### config.mk
export PLATFORM = sky130hd
export DESIGN_NAME = jackal_input_top
export DESIGN_NICKNAME = d
export VERILOG_FILES = /design/src/hw/jackal_input_pkg.sv /design/src/hw/board_config.sv /design/src/hw/control_mapper.sv /design/src/hw/jackal_input_top.sv /design/src/hw/ps2_key_decoder.sv /design/src/hw/rom_load_bridge.sv /design/src/hw/rotary_dial.sv
export VERILOG_INCLUDE_DIRS = /design/src /design/src/hw
export SDC_FILE = /design/constraint.sdc
export NUM_CORES = 1
export LEC_CHECK = 0
export ABC_AREA = 1
export BUFFER_PORTS_ARGS = -buffer_cell sky130_fd_sc_hd__buf_2
export CAP_MARGIN = 20
export CORE_ASPECT_RATIO = 1.1
export CORE_UTILIZATION = 25
export CTS_BUF_LIST = sky130_fd_sc_hd__clkbuf_16
export DETAILED_ROUTE_END_ITERATION = 6
export GPL_TIMING_DRIVEN = 0
export PLACE_DENSITY = 0.57
export REMOVE_ABC_BUFFERS = 1
export SETUP_SLACK_MARGIN = 0.2
export SYNTH_ARGS = -nofsm -noshare
export SYNTH_HDL_FRONTEND = slang
export SYNTH_HIERARCHICAL = 1
export SYNTH_SLANG_ARGS = --single-unit
### constraint.sdc
create_clock -name CLK_49M -period 2.1 [get_ports CLK_49M]
set_input_delay 0 -clock CLK_49M [delete_from_list [all_inputs] [get_ports CLK_49M]]
set_output_delay 0 -clock CLK_49M [all_outputs]
set_load 0.01 [all_outputs]
### src/hw/jackal_input_defines.svh
// Download windows, offsets, bus widths, dial divider, download indices and PS/2 key codes
`ifndef JACKAL_INPUT_DEFINES_SVH
`define JACKAL_INPUT_DEFINES_SVH

// ==========================================================
// ROM download windows
// ==========================================================
`define ROM_WIN_A     25'h20000  // Hi lane
`define ROM_WIN_B     25'h40000  // Lo lane
`define ROM_WIN_C     25'h60000  // Hi lane
`define ROM_WIN_D     25'h80000  // Lo lane
`define ROM_WIN_SIZE  25'h10000

// Subtracted from host address to get the SDRAM word address
`define ROM_OFS_A     24'h20000
`define ROM_OFS_B     24'h40000
`define ROM_OFS_C     24'h50000
`define ROM_OFS_D     24'h70000

`define HOST_ADDR_W   25
`define SDRAM_ADDR_W  24

// Dial step divider, full rate is one step per 2^ROT_DIV_W clocks
`define ROT_DIV_W     23

// Host download slots
`define IDX_ROM       8'd1
`define IDX_DIP       8'd254
`define DIP_BYTES     8

// ==========================================================
// PS/2 set 2 make codes
// ==========================================================
`define KEY_START1    8'h16  // 1
`define KEY_START2    8'h1E  // 2
`define KEY_COIN1     8'h2E  // 5
`define KEY_COIN2     8'h36  // 6
`define KEY_SERVICE   8'h46  // 9
`define KEY_PAUSE     8'h4D  // P
`define KEY_P1_UP     8'h75  // Cursor keys, E0 prefixed
`define KEY_P1_DOWN   8'h72
`define KEY_P1_LEFT   8'h6B
`define KEY_P1_RIGHT  8'h74
`define KEY_P1_SHOT   8'h14  // Ctrl
`define KEY_P1_MISS   8'h11  // Alt
`define KEY_P2_UP     8'h1D  // W
`define KEY_P2_DOWN   8'h1B  // S
`define KEY_P2_LEFT   8'h1C  // A
`define KEY_P2_RIGHT  8'h23  // D
`define KEY_P2_SHOT   8'h2A  // V
`define KEY_P2_MISS   8'h32  // B

`endif

### src/hw/jackal_input_pkg.sv
// Host and SDRAM write events, key and cabinet words, header byte union and board config
`default_nettype none

`include "jackal_input_defines.svh"

package jackal_input_pkg;

	// ==========================================================
	// Download side
	// ==========================================================

	// One byte from the host loader
	typedef struct packed {
		logic                    wr;     // Byte strobe
		logic [7:0]              index;  // Download slot
		logic [`HOST_ADDR_W-1:0] addr;
		logic [7:0]              data;
	} host_wr_t;

	// One SDRAM word write, byte placed on both halves
	typedef struct packed {
		logic [`SDRAM_ADDR_W-1:0] addr;
		logic [15:0]              data;
		logic                     lane_lo;  // Write enable, low byte
		logic                     lane_hi;  // Write enable, high byte
	} sdram_wr_t;

	// ==========================================================
	// Controls
	// ==========================================================

	// Held buttons of one player, active high
	typedef struct packed {
		logic up;
		logic down;
		logic left;
		logic right;
		logic shot;
		logic missile;
	} player_keys_t;

	typedef struct packed {
		player_keys_t p1;
		player_keys_t p2;
		logic         start1;
		logic         start2;
		logic         coin1;
		logic         coin2;
		logic         service;
	} key_state_t;

	// Cabinet inputs, all active low
	typedef struct packed {
		logic [1:0] coins;   // {coin2, coin1}
		logic       service;
		logic [1:0] start;   // {start2, start1}
		logic [3:0] p1_joy;  // {down, up, right, left}
		logic [3:0] p2_joy;
		logic [1:0] p1_btn;  // {missile, shot}
		logic [1:0] p2_btn;
		logic [7:0] p1_rot;  // One-cold dial
		logic [7:0] p2_rot;
	} cabinet_in_t;

	// ==========================================================
	// Board configuration
	// ==========================================================

	// First byte of the ROM image
	typedef struct packed {
		logic [2:0] rsvd_hi;
		logic       rotary;   // Rotary dials fitted
		logic [1:0] rsvd_lo;
		logic [1:0] bootleg;  // 01 = bootleg board without dials
	} rom_header_t;

	// Same host byte, raw for DIP slots or split as header flags
	typedef union packed {
		logic [7:0]  raw;
		rom_header_t hdr;
	} cfg_byte_u;

	typedef struct packed {
		logic [1:0]  bootleg;
		logic        rotary_fitted;
		logic [23:0] dipsw;  // Active low, bank 2 on top
	} board_cfg_t;

endpackage

`default_nettype wire

### src/hw/board_config.sv
// ROM header flag capture and DIP switch bytes from host writes
`timescale 1ns/1ps
`default_nettype none

`include "jackal_input_defines.svh"

module board_config (
	input  logic                         CLK_49M,
	input  logic                         arst_n,
	input  jackal_input_pkg::host_wr_t   host,
	output jackal_input_pkg::board_cfg_t cfg
);
	import jackal_input_pkg::*;

	localparam int DIP_USED = 3;  // Banks wired to the game core

	cfg_byte_u  wr_byte;
	logic       hdr_hit, dip_hit;
	logic [1:0] bootleg_q;
	logic       rotary_q;
	logic [7:0] dip_q [DIP_USED];  // Raw, active high as sent

	assign wr_byte.raw = host.data;

	assign hdr_hit = host.wr && (host.index == `IDX_ROM) && (host.addr == '0);
	assign dip_hit = host.wr && (host.index == `IDX_DIP) && (host.addr < `DIP_BYTES);

	always_ff @(posedge CLK_49M or negedge arst_n) begin
		if (!arst_n) begin
			bootleg_q <= 2'b00;
			rotary_q  <= 1'b0;
			for (int i = 0; i < DIP_USED; i++) dip_q[i] <= 8'h00;
		end else begin
			if (hdr_hit) begin
				bootleg_q <= wr_byte.hdr.bootleg;
				rotary_q  <= wr_byte.hdr.rotary;
			end
			// Banks 3..7 accepted from the host but not wired anywhere
			if (dip_hit && (host.addr[2:0] < DIP_USED))
				dip_q[host.addr[1:0]] <= wr_byte.raw;
		end
	end

	assign cfg.bootleg       = bootleg_q;
	assign cfg.rotary_fitted = rotary_q;
	assign cfg.dipsw         = ~{dip_q[2], dip_q[1], dip_q[0]};  // Bank 2 on top

endmodule

`default_nettype wire

### src/hw/control_mapper.sv
// Key and pad merge, shared dial step divider and active-low cabinet word
`timescale 1ns/1ps
`default_nettype none

`include "jackal_input_defines.svh"

module control_mapper #(
	parameter int ROT_DIV_W = `ROT_DIV_W
) (
	input  logic                          CLK_49M,
	input  logic                          arst_n,
	input  jackal_input_pkg::key_state_t  keys,
	input  logic [15:0]                   pad0,      // Player 1 gamepad
	input  logic [15:0]                   pad1,      // Player 2 gamepad
	input  logic                          fast_dial, // Double dial rate
	input  jackal_input_pkg::board_cfg_t  cfg,
	output jackal_input_pkg::cabinet_in_t cabinet
);
	import jackal_input_pkg::*;

	logic [ROT_DIV_W-1:0] rot_div;
	logic                 step_en;
	logic [7:0]           rot1, rot2;
	logic [7:0]           rot1_eff, rot2_eff;
	logic                 dials_off;
	player_keys_t         p1, p2;

	// Pad bits right 0, left 1, down 2, up 3, shot 4, missile 5
	function automatic player_keys_t merge_pad(input player_keys_t k, input logic [15:0] pad);
		player_keys_t m;
		m.right   = k.right   | pad[0];
		m.left    = k.left    | pad[1];
		m.down    = k.down    | pad[2];
		m.up      = k.up      | pad[3];
		m.shot    = k.shot    | pad[4];
		m.missile = k.missile | pad[5];
		return m;
	endfunction

	assign p1 = merge_pad(keys.p1, pad0);
	assign p2 = merge_pad(keys.p2, pad1);

	// ==========================================================
	// Dials
	// ==========================================================
	always_ff @(posedge CLK_49M or negedge arst_n) begin
		if (!arst_n) rot_div <= '0;
		else         rot_div <= rot_div + 1'b1;
	end

	// Fast mode ignores the top divider bit
	assign step_en = fast_dial ? (rot_div[ROT_DIV_W-2:0] == '0) : (rot_div == '0);

	rotary_dial u_dial_p1 (
		.CLK_49M(CLK_49M), .arst_n(arst_n), .step_en(step_en),
		.turn_left(pad0[7]), .turn_right(pad0[6]), .position(rot1)
	);
	rotary_dial u_dial_p2 (
		.CLK_49M(CLK_49M), .arst_n(arst_n), .step_en(step_en),
		.turn_left(pad1[7]), .turn_right(pad1[6]), .position(rot2)
	);

	// Bootleg PCB has no dial hardware
	assign dials_off = (cfg.bootleg == 2'b01);
	assign rot1_eff  = dials_off ? 8'hFF : rot1;
	assign rot2_eff  = dials_off ? 8'hFF : rot2;

	// Cabinet word, everything inverted
	assign cabinet.coins   = ~{keys.coin2, keys.coin1 | pad0[9] | pad1[9]};
	assign cabinet.service = ~keys.service;
	assign cabinet.start   = ~{keys.start2 | pad1[8], keys.start1 | pad0[8]};
	assign cabinet.p1_joy  = ~{p1.down, p1.up, p1.right, p1.left};
	assign cabinet.p2_joy  = ~{p2.down, p2.up, p2.right, p2.left};
	assign cabinet.p1_btn  = ~{p1.missile, p1.shot};
	assign cabinet.p2_btn  = ~{p2.missile, p2.shot};
	assign cabinet.p1_rot  = ~rot1_eff;
	assign cabinet.p2_rot  = ~rot2_eff;

endmodule

`default_nettype wire

### src/hw/jackal_input_top.sv
// Input and loader top level with ROM bridge, key decoder, control mapper and board config
`timescale 1ns/1ps
`default_nettype none

`include "jackal_input_defines.svh"

module jackal_input_top #(
	parameter int ROT_DIV_W = `ROT_DIV_W
) (
	input  logic                          CLK_49M,
	input  logic                          arst_n,
	// Host loader
	input  logic                          download,
	input  jackal_input_pkg::host_wr_t    host,
	output logic                          host_wait,
	// SDRAM write port
	output jackal_input_pkg::sdram_wr_t   sdram_wr,
	output logic                          sdram_req,
	input  logic                          sdram_ack,
	// Controls
	input  logic [10:0]                   ps2_key,
	input  logic [15:0]                   pad0,
	input  logic [15:0]                   pad1,
	input  logic                          fast_dial,
	// To game core
	output jackal_input_pkg::cabinet_in_t cabinet,
	output jackal_input_pkg::board_cfg_t  cfg
);
	import jackal_input_pkg::*;

	key_state_t keys;  // Decoder to mapper

	// ==========================================================
	// Loader side
	// ==========================================================
	rom_load_bridge u_rom_load_bridge (
		.CLK_49M  (CLK_49M),
		.arst_n   (arst_n),
		.download (download),
		.host     (host),
		.host_wait(host_wait),
		.sdram_wr (sdram_wr),
		.sdram_req(sdram_req),
		.sdram_ack(sdram_ack)
	);

	board_config u_board_config (
		.CLK_49M(CLK_49M),
		.arst_n (arst_n),
		.host   (host),
		.cfg    (cfg)       // Also feeds the bootleg dial override
	);

	// ==========================================================
	// Control side
	// ==========================================================
	ps2_key_decoder u_ps2_key_decoder (
		.CLK_49M(CLK_49M),
		.arst_n (arst_n),
		.ps2_key(ps2_key),
		.keys   (keys)
	);

	control_mapper #(
		.ROT_DIV_W(ROT_DIV_W)
	) u_control_mapper (
		.CLK_49M  (CLK_49M),
		.arst_n   (arst_n),
		.keys     (keys),
		.pad0     (pad0),
		.pad1     (pad1),
		.fast_dial(fast_dial),
		.cfg      (cfg),
		.cabinet  (cabinet)
	);

endmodule

`default_nettype wire

### src/hw/ps2_key_decoder.sv
// PS/2 event strobe detection and key code to held button state register
`timescale 1ns/1ps
`default_nettype none

`include "jackal_input_defines.svh"

module ps2_key_decoder (
	input  logic                         CLK_49M,
	input  logic                         arst_n,
	input  logic [10:0]                  ps2_key,  // {strobe, pressed, ext, code}
	output jackal_input_pkg::key_state_t keys
);
	logic [9:0] ps2_q;        // Sampled {strobe, pressed, code}
	logic       strobe_prev;
	logic       key_event;
	logic       pressed;
	logic [7:0] code;

	// Extended flag dropped, cursor codes don't clash with the rest
	assign pressed   = ps2_q[8];
	assign code      = ps2_q[7:0];
	assign key_event = ps2_q[9] ^ strobe_prev;  // Strobe flips once per event

	always_ff @(posedge CLK_49M or negedge arst_n) begin
		if (!arst_n) begin
			ps2_q       <= '0;
			strobe_prev <= 1'b0;
			keys        <= '0;   // All released
		end else begin
			ps2_q       <= {ps2_key[10:9], ps2_key[7:0]};
			strobe_prev <= ps2_q[9];
			if (key_event) begin
				case (code)
					`KEY_START1:   keys.start1     <= pressed;
					`KEY_START2:   keys.start2     <= pressed;
					`KEY_COIN1:    keys.coin1      <= pressed;
					`KEY_COIN2:    keys.coin2      <= pressed;
					`KEY_SERVICE:  keys.service    <= pressed;
					`KEY_PAUSE:    ;                // Known key, no pause logic here
					// Player 1
					`KEY_P1_UP:    keys.p1.up      <= pressed;
					`KEY_P1_DOWN:  keys.p1.down    <= pressed;
					`KEY_P1_LEFT:  keys.p1.left    <= pressed;
					`KEY_P1_RIGHT: keys.p1.right   <= pressed;
					`KEY_P1_SHOT:  keys.p1.shot    <= pressed;
					`KEY_P1_MISS:  keys.p1.missile <= pressed;
					// Player 2
					`KEY_P2_UP:    keys.p2.up      <= pressed;
					`KEY_P2_DOWN:  keys.p2.down    <= pressed;
					`KEY_P2_LEFT:  keys.p2.left    <= pressed;
					`KEY_P2_RIGHT: keys.p2.right   <= pressed;
					`KEY_P2_SHOT:  keys.p2.shot    <= pressed;
					`KEY_P2_MISS:  keys.p2.missile <= pressed;
					default:       ;                // Unmapped code
				endcase
			end
		end
	end

endmodule

`default_nettype wire

### src/hw/rom_load_bridge.sv
// Window decode, address offset, lane select and SDRAM toggle handshake for ROM download
`timescale 1ns/1ps
`default_nettype none

`include "jackal_input_defines.svh"

module rom_load_bridge (
	input  logic                        CLK_49M,
	input  logic                        arst_n,
	input  logic                        download,   // Loader active
	input  jackal_input_pkg::host_wr_t  host,
	output logic                        host_wait,  // Hold off next host byte
	output jackal_input_pkg::sdram_wr_t sdram_wr,
	output logic                        sdram_req,  // Toggles per write
	input  logic                        sdram_ack   // Follows req when done
);
	localparam logic [`HOST_ADDR_W-1:0]  WIN_SIZE = `ROM_WIN_SIZE;
	localparam logic [`SDRAM_ADDR_W-1:0] OFS_A    = `ROM_OFS_A;
	localparam logic [`SDRAM_ADDR_W-1:0] OFS_B    = `ROM_OFS_B;
	localparam logic [`SDRAM_ADDR_W-1:0] OFS_C    = `ROM_OFS_C;
	localparam logic [`SDRAM_ADDR_W-1:0] OFS_D    = `ROM_OFS_D;

	logic                     hit_a, hit_b, hit_c, hit_d;
	logic                     accept;
	logic [`SDRAM_ADDR_W-1:0] win_ofs;

	function automatic logic in_window(input logic [`HOST_ADDR_W-1:0] a,
	                                   input logic [`HOST_ADDR_W-1:0] base);
		return (a >= base) && (a < base + WIN_SIZE);
	endfunction

	// ==========================================================
	// Window decode
	// ==========================================================
	assign hit_a = in_window(host.addr, `ROM_WIN_A);
	assign hit_b = in_window(host.addr, `ROM_WIN_B);
	assign hit_c = in_window(host.addr, `ROM_WIN_C);
	assign hit_d = in_window(host.addr, `ROM_WIN_D);

	assign accept = host.wr & download & (hit_a | hit_b | hit_c | hit_d);

	always_comb begin
		win_ofs = OFS_A;           // Don't care outside windows
		if (hit_b) win_ofs = OFS_B;
		if (hit_c) win_ofs = OFS_C;
		if (hit_d) win_ofs = OFS_D;
	end

	// Payload held until ack catches up
	always_ff @(posedge CLK_49M) begin
		if (accept) begin
			sdram_wr.addr    <= host.addr[`SDRAM_ADDR_W-1:0] - win_ofs;
			sdram_wr.data    <= {host.data, host.data};
			sdram_wr.lane_hi <= hit_a | hit_c;
			sdram_wr.lane_lo <= hit_b | hit_d;
		end
	end

	// Toggle handshake, one write in flight
	always_ff @(posedge CLK_49M or negedge arst_n) begin
		if (!arst_n) begin
			sdram_req <= 1'b0;
			host_wait <= 1'b0;
		end else if (accept) begin
			sdram_req <= ~sdram_req;
			host_wait <= 1'b1;
		end else if (host_wait && (sdram_req == sdram_ack)) begin
			host_wait <= 1'b0;  // Memory has taken the word
		end
	end

endmodule

`default_nettype wire

### src/hw/rotary_dial.sv
// One-hot eight position rotary dial with wraparound stepping
`timescale 1ns/1ps
`default_nettype none

module rotary_dial (
	input  logic       CLK_49M,
	input  logic       arst_n,
	input  logic       step_en,     // Shared divider tick
	input  logic       turn_left,
	input  logic       turn_right,
	output logic [7:0] position     // One-hot, active high
);

	// Left walks the bit up, right walks it down
	// Rotate gives the 80->01 and 01->80 wrap for free
	always_ff @(posedge CLK_49M or negedge arst_n) begin
		if (!arst_n) begin
			position <= 8'h01;
		end else if (step_en) begin
			if (turn_left) begin
				position <= {position[6:0], position[7]};
			end else if (turn_right) begin
				position <= {position[0], position[7:1]};
			end
		end
	end

endmodule

`default_nettype wire

# --- After elaboration in Yosys (flattened, before gate mapping) ---
# Cells that the tools add are included.
totals:
  register_bits: 138
  in_bits: 90
  output_inout_bits: 104
  wordCells: 155
op_classes:
  add_sub_neg: 2
  n_lt_le_gt_ge: 12
  n_eq_ne: 21
  mux: 15
  bitwise_logic: 36
  n_reduce_logical: 36
ops:
  columns: ["operator", "n"]
  rows:
  - ["19-bit two-way mux", 3]
  - ["8-bit by 5-bit == test with 1-bit output (second input constant)", 7]
  - ["8-bit two-way mux", 7]
  - ["25-bit by 19-bit greater-or-equal comparator with 1-bit output (second input constant)", 2]
  - ["25-bit by 19-bit less-than comparator with 1-bit output (second input constant)", 2]
  - ["8-bit by 6-bit == test with 1-bit output (second input constant)", 5]
  - ["8-bit by 7-bit == test with 1-bit output (second input constant)", 5]
  - ["2-bit AND reduction", 19]
  - ["25-bit by 18-bit greater-or-equal comparator with 1-bit output (second input constant)", 1]
  - ["25-bit by 20-bit greater-or-equal comparator with 1-bit output (second input constant)", 1]
  - ["25-bit zero test", 1]
  - ["25-bit by 18-bit less-than comparator with 1-bit output (second input constant)", 1]
  - ["25-bit by 20-bit less-than comparator with 1-bit output (second input constant)", 1]
  - ["25-bit by 4-bit less-than comparator with 1-bit output (second input constant)", 1]
  - ["24-bit bitwise mux", 1]
  - ["24-bit NOT", 1]
  - ["24-bit by 19-bit subtractor with 24-bit output", 1]
  - ["23-bit by 1-bit adder with 23-bit output (second input constant)", 1]
  - ["23-bit zero test", 1]
  - ["22-bit zero test", 1]
  - ["1-bit OR", 21]
  - ["8-bit demux with 2-bit select", 1]
  - ["8-bit NOT", 2]
  - ["1-bit logical AND", 11]
  - ["other kinds (15)", 25]

# --- Depth between registers and ports, before layout ---
# Gate-level depths: netlist (run 1).
depth:
  ltp_word: 7
  depth_mapped: 13
  depth_no_buf: 13

# --- By module ---
# The synthesis (run 1) kept the hierarchy.
by_module_without_submodules:
  columns: ["module", "instances", "cells_each", "area_each_um2", "seq_area_each_um2"]
  rows:
  - ["rom_load_bridge", 1, 110, 1525.2, 1071.0]
  - ["board_config", 1, 198, 1477.7, 675.6]
  - ["control_mapper", 1, 197, 1430.1, 575.6]
  - ["ps2_key_decoder", 1, 153, 1297.5, 700.7]
  - ["rotary_dial", 2, 62, 431.7, 201.4]

# --- Worst setup path after synthesis (run 1) ---
# OpenSTA, ideal clock, no wires.
synth_timing:
  path_kind: "input to register"
  start: "in host[31] in the netlist's numbering"
  end: "reg, netlist name u_rom_load_bridge/sdram_wr[41]"
  setup_ns: 0.257
  arrival_ns: 1.461
  required_ns: 1.843
  slack_ns: 0.383
  stages: 12
  path_buffers: 0
  path_cell_list: "clkinv_1 nand2_2 nor2_4 nand4_2 nand2_1 a31oi_1 ha_1 nand2_1 nor2_1 a211oi_2 nand2_1 xor2_1"
synth_via:
  elab_chain_cells: 6
  elab_cells_between_ends: 13
  classes_between: "add/sub (1); order compare (6); mux (3); reduce/logical (3)"
synth_lines:
  columns: ["element", "line", "rtl"]
  rows:
  - ["start: declaration", "jackal_input_top.sv:14", "input jackal_input_pkg::host_wr_t host,"]
  - ["25-bit by 19-bit greater-or-equal comparator with 1-bit output / 25-bit by 19-bit less-than comparator with 1-bit output (equally long branches)", "rom_load_bridge.sv:29", "return (a >= base) && (a < base + WIN_SIZE);"]
  - ["1-bit logical AND", "rom_load_bridge.sv:29", null]
  - ["19-bit two-way mux", "rom_load_bridge.sv:44", "if (hit_b) win_ofs = OFS_B;"]
  - ["19-bit two-way mux", "rom_load_bridge.sv:45", "if (hit_c) win_ofs = OFS_C;"]
  - ["19-bit two-way mux", "rom_load_bridge.sv:46", "if (hit_d) win_ofs = OFS_D;"]
  - ["24-bit by 19-bit subtractor with 24-bit output *", "rom_load_bridge.sv:52", "sdram_wr.addr <= host.addr[`SDRAM_ADDR_W-1:0] - win_ofs;"]
# Mark *: on every way between the ends. The rest lies on a longest branch, timed or not.
# A chain may end at the register's enable or synchronous reset.

# --- Worst setup path in the final report (run 1) ---
layout_timing:
  start: "in host[13] in the netlist's numbering"
  end: "reg u_board_config/dip_q[12] in the netlist's numbering"
layout_via:
  elab_chain_cells: 3
layout_lines:
  columns: ["element", "line", "rtl"]
  rows:
  - ["25-bit by 4-bit less-than comparator with 1-bit output (no source line)", null, null]
  - ["1-bit logical AND", "board_config.sv:26", "assign dip_hit = host.wr && (host.index == `IDX_DIP) && (host.addr < `DIP_BYTES);"]
  - ["1-bit logical AND", "board_config.sv:39", "if (dip_hit && (host.addr[2:0] < DIP_USED))"]
  - ["end signal: indexed assignment", "board_config.sv:40", "dip_q[host.addr[1:0]] <= wr_byte.raw;"]
  - ["end: declaration", "board_config.sv:21", "logic [7:0] dip_q [DIP_USED];"]
# Every way passes these cells.

==> out/results.ini, run 1 <==
[status]
status=finished, final reports clean

[grt]
grt_max_degree=65
antenna_found_initial=1
grt_pass1_wl_mm=28.0
grt-ovfl-total=0
grt_use_total=0.134
grt_pass1_vias=5664

[sta]
min_period_ns=1.67
maxSlewHeadroom=0.529
rsz0062_at_grt=false
min_period_over_period=0.796
drv_slew=0
setup_violations=0
tightest_slew_ns=0.703
fin_skew_ns=0.0138
fmax_mhz=598
finalHoldViolCount=0

[setup_path]
end_kind=register
cp_max_fo=27
r2r_setup_slack_ns=0.44
required_ns=2.41
cp_data_arrival_time_ns=1.98
crit_type=input port to register
cp-start-kind=input port

[die]
die_area_um2=27000
start_util=0.258
die_h_um=172
num_rows=61
num_io_pins=194
die_x_um=157
core_area_um2=25600

[synth]
synth-async-reset-ratio=0.738
syn_area_per_cell_um2=8.43
yosysSeqAreaShare=0.520
synth.most_common_cell=nand2_1
synth.distinct_cells=36
yosys-top-cells-count=nand2_1, nor2_1, dfrtp_1, inv_1, nand4_1
ys.flop_type=dfrtp_1
ys_ff_latch=130
synthTopCellsByArea=dfrtp_1, nand2_1, edfxtp_1
syn_area_um2=6590
ys_warn_count=6
synth_edf_count=34
synth_top_area_frac=0.357
syn_inst=782
yosys.area.top_type=dfrtp_1

[drt]
first_pass_iters=4
via_per_inst=4.25
drc=0
drt_iter0_markers=262
vias=5847
wirelength_mm=17.7
final_antenna_net_count=0
routedWlPerCell_um=12.9

[power_and_ir_drop]
ir_drop_v=0.000413
leakage_uw=0.00427
total_power_uw=6090
p_per_area_nw_per_um2=682

[layout]
area_growth_pct=35.5
final_util=0.350
nets=1112
nFillCells=2626
drive_above_1_share=0.267

[placed_design]
portBuffers=180
gp_routability_congestion=0.802
place_hpwl_mm=12.3

[clock_tree]
clkTransAtPathRegs_ns=0.07
numClockSinks=130
cts_made_buffers=17
cts_buffer_depth=2
worstSkewPairLatency_ns=0.42
root_buffer=clkbuf_16
cts_tree=yes
cts_max_level=4

[job]
maxCapViolations=0

[min_path]
hold_path.class=input port to register

## power breakdown
| part | internal [uW] | leakage (uW) | total [uW] | switching [uW] |
|---|---|---|---|---|
| sequential | 2630 | 0.00159 | 2650 | 27.4 |
| combinational | 175 | 0.00238 | 413 | 238 |
| clock | 1860 | 0.000293 | 3030 | 1170 |
| total | 4660 | 0.00427 | 6090 | 1440 |
## metrics by stage
stage	worst slack [ns]	setup TNS (ns)	hold slack, ns	cell area (um^2)	cells
after floorplan	0.383	0	-0.296	6390	759
after global placement	-0.160	-14.26	0.112	7720	1285
after detailed placement	0.0441	0	-0.0181	7790	1288
after CTS	0.228	0	0.00710	8860	1367
after global routing	0.239	0	0.0366	8930	1375
final	0.429	0	0.00753	8940	1376
## path summary, 6_finish.rpt
| path | startpoint | end | cells after the start |
|---|---|---|---|
| min in group asynchronous | arst_n | u_ps2_key_decoder/ps2_q[9] | 2 |
| worst max-delay path | host[13] | u_board_config/dip_q[12] | 10 |
| worst min-delay path | host[29] | u_rom_load_bridge/sdram_wr[40] | 3 |
| worst min register to register | u_ps2_key_decoder/ps2_q[9] | u_ps2_key_decoder/strobe_prev | 0 |
| worst max register to register | u_control_mapper/rot_div[0] | u_control_mapper/u_dial_p2/position[7] | 10 |
| max in group asynchronous | arst_n | u_control_mapper/u_dial_p2/position[4] | 3 |
## routing by layer
| layer | vias to the layer above | global-route usage | wire, um |
|---|---|---|---|
| li1 | 2945 | - | - |
| met1 | 2678 | 0.158 | 7770 |
| met2 | 215 | 0.228 | 8400 |
| met3 | 9 | 0.0461 | 1400 |
| met4 | 0 | 0.0426 | 179 |
| met5 | - | 0 | 0 |
## timing repair
| action | 4_1_cts | 5_1_grt |
|---|---|---|
| pin swaps | 0 | 2 |
| setup endpoints to repair | 16 | 32 |
| resized for setup | 1 | 1 |
| gates cloned | 0 | 1 |
| endpoints found under the hold margin | 179 | 0 |
| hold buffers | 47 | 0 |
| setup buffers | 0 | 7 |
## area by class of cell
type | count | area, um^2 | share of cell area
repair buffers | 237 | 1500 | 0.168
inverters | 88 | 330 | 0.0370
flip-flops and latches | 130 | 3430 | 0.383
multi-input cells | 542 | 2650 | 0.296
well taps | 346 | 433 | 0.0484
diodes | 1 | 2.50 | 0.000280
clock buffers | 17 | 425 | 0.0476
clock inverters | 15 | 170 | 0.0190
## flip-flops by register name, indices dropped and copies added, names as in the netlist
signal / flops
u_control_mapper/u_dial_p2/position: 8
u_rom_load_bridge/sdram_wr: 34
u_ps2_key_decoder/ps2_q: 10
u_board_config/bootleg_q: 2
u_ps2_key_decoder/keys: 17
u_board_config/rotary_q: 1
u_board_config/dip_q: 24
u_control_mapper/u_dial_p1/position: 8
u_rom_load_bridge/host_wait: 1
u_ps2_key_decoder/strobe_prev: 1
u_rom_load_bridge/sdram_req: 1
u_control_mapper/rot_div: 23
## worst max-delay path, stage by stage
cell and delay (ns):
dlygate4sd3_1 0.53, buf_2 0.15, nor2_1 0.17, nand2_1 0.07, nor2_1 0.18, inv_2 0.09
nor2_8 0.33, nand3_2 0.27, nand2_1 0.12, nand2_1 0.06
## placed cells by master, fill, tap and decap left out, types with 2 or more instances in the layout
master	synthesis	layout
ha_1	5	5
nor2_2	7	8
edfxtp_1	34	34
inv_2	8	8
clkinv_4	0	5
clkinvlp_4	0	2
buf_4	10	8
o21ai_1	4	4
nor2_1	98	97
clkinv_1	2	3
dfrtp_1	94	94
dfstp_2	2	2
clkbuf_16	0	17
xor2_1	15	15
nor2_8	2	2
buf_16	0	2
clkinv_2	0	2
bufinv_16	0	3
dlygate4sd3_1	0	47
nand3b_1	6	6
nand2_1	276	276
inv_1	78	80
nand2_2	13	13
nand3_1	35	35
xnor2_1	2	2
nand4_1	42	42
o21ai_0	2	2
o21ai_4	2	2
nand3_2	5	5
nor3_1	6	6
nor2_4	10	11
nor3_2	2	2
buf_2	3	179
## kinds of logic after synthesis
kind of cell / synth area share
AND/OR/NAND/NOR: 0.347
flip-flops: 0.520
buffers and inverters: 0.0808
XOR/XNOR: 0.0250
AO/OA/AOI/OAI: 0.0148
adder cells (fa/ha/maj): 0.0125
(Power assumes the default switching activity.)
==> inputs of run 2 (changes only) <==
- clock period: 2.1 -> 1.6 ns (I/O delays scaled with it)
==> out/results.ini, run 2 (same netlist as run 1, synthesis figures left out) <==
[power_and_ir_drop]
intPower_uw=6150
total_power_uw=8060
seq_power_share=0.432
p_clk_frac=0.493
leakage_uw=0.00457
ir_drop_v=0.000540
swShare=0.236
pwr-share-comb=0.075
p_per_area_nw_per_um2=837
power.switching_uw=1900

[setup_path]
critical_path.top_delay_family=buffers and inverters
end_kind=register
crit_slowest_cell=dfrtp_1
cp-start-kind=register
crit_type=register to register
cp_max_fo=2
crit_buf_inv=11
slowest_delay_ns=0.36
cp_cell_sequence=inv_2 -> buf_6 -> buf_6 -> buf_6 -> buf_6 -> buf_6 -> buf_6 -> buf_6 -> buf_6 -> buf_6 -> buf_6
required_ns=1.91
cp_data_arrival_time_ns=1.88
cpMostUsedCell=buf_6

[clock_tree]
clkTransAtPathRegs_ns=0.06
cts_buffer_depth=2
root_buffer=clkbuf_16
cts_made_buffers=17
numClockSinks=130
cts_max_level=4
cts_tree=yes
worstSkewPairLatency_ns=0.42

[die]
die_h_um=172
die_area_um2=27000
num_rows=61
die_x_um=157
start_util=0.258
core_area_um2=25600
num_io_pins=194

[layout]
nets=1145
final_util=0.377
nFillCells=2545
multiInputGateArea_um2=2870
area_growth_pct=46.0
regMostFlops=u_rom_load_bridge/sdram_wr
final_cell_mix=nand2_1, buf_2, dfrtp_1
drive_above_1_share=0.326
top_regs=u_rom_load_bridge/sdram_wr x34, u_board_config/dip_q x24, u_control_mapper/rot_div x23
layout_commonest_cell=nand2_1
largest_reg_flops=34
seq_area_um2=3430

[sta]
min_period_ns=1.57
drv_slew=0
rsz0062_at_grt=true
finalHoldViolCount=0
maxSlewHeadroom=0.524
fmax_mhz=638
fin_skew_ns=0.0118
setup_violations=0
tightest_slew_ns=0.711
min_period_over_period=0.979

[grt]
grt_pass1_vias=5943
grt_use_total=0.141
grt-ovfl-total=0
grt_pass1_wl_mm=29.4
grt_max_degree=65
antenna_found_initial=1

[placed_design]
gp_routability_congestion=0.802
place_hpwl_mm=12.3
portBuffers=180

[drt]
final_antenna_net_count=0
wirelength_mm=18.9
drc=0
vias=6043
first_pass_iters=6
via_per_inst=4.29
drt_iter0_markers=279
routedWlPerCell_um=13.4

[job]
maxCapViolations=0

[status]
status=finished, final reports clean

[min_path]
hold_path.class=input port to register

-- run 2: cell types whose count changed in the layout (fill, tap and decap cells not counted), moves of 6 or more --
cell and change:
inv_2 +6, nor2_4 +15, buf_2 -19, nor2_1 -18, buf_6 +29, buf_4 +17
inv_1 -10
-- run 2: area by class of cell --
cell class	instances	area share
sequential	130	0.356
timing repair buffer	270	0.203
clock inverter	15	0.0177
antenna	1	0.000260
multi-input combinational	542	0.298
clock buffer	17	0.0442
inverter	88	0.0356
tap	346	0.0450
-- run 2: worst paths after layout --
path | cells after the start | startpoint | endpoint | slack [ns]
worst min register to register | 0 | u_ps2_key_decoder/ps2_q[9] | u_ps2_key_decoder/strobe_prev | 0.44
worst min-delay path | 4 | host[29] | u_rom_load_bridge/sdram_wr[40] | 0.05
max in group asynchronous | 3 | arst_n | u_control_mapper/rot_div[12] | 0.82
worst max-delay path | 11 | u_control_mapper/rot_div[0] | u_control_mapper/rot_div[0] | 0.03
min in group asynchronous | 2 | arst_n | u_ps2_key_decoder/ps2_q[9] | 0.08
worst max register to register | 11 | u_control_mapper/rot_div[0] | u_control_mapper/rot_div[0] | 0.03
-- run 2: routing by layer --
| metal | up-vias | track usage | part of all wire |
|---|---|---|---|
| met4 | 0 | 0.0516 | 0.021 |
| li1 | 3010 | - | - |
| met1 | 2769 | 0.162 | 0.42 |
| met2 | 236 | 0.244 | 0.48 |
| met5 | - | 0 | 0 |
| met3 | 28 | 0.0471 | 0.078 |
-- run 2: what timing repair did --
action,CTS,global route
setup endpoints to repair,40,96
gates resized for setup,55,57
hold buffers,49,0
buffers inserted,27,10
gates cloned,1,1
hold endpoints to repair,178,0
pin swaps,20,11
-- run 2: power groups by stage --
stage / Sequential [uW] / Clock, uW / Combinational [uW]
finish: 3480 / 3970 / 605
global route: 3490 / 4210 / 678
CTS: 3480 / 4060 / 586
detailed placement: 3540 / 0 / 457
global placement: 3550 / 0 / 443
floorplan: 3540 / 0 / 191
-- run 2: worst min-delay path: stages --
cell,delay (ns)
buf_8,0.08
buf_4,0.11
nor3_2,0.04
xor2_1,0.11
-- run 2: through the flow --
step	instances	area [um^2]	setup TNS (ns)	setup slack, ns	hold slack (ns)
floorplan	759	6390	-1.74	-0.117	-0.296
global placement	1285	7720	-87.21	-0.660	0.112
detailed placement	1288	7790	-14.78	-0.456	-0.0181
CTS	1397	9290	-0.0500	-0.0185	0.0105
global route	1408	9620	-0.686	-0.0679	0.0540
finish	1409	9630	0	0.0333	0.0506
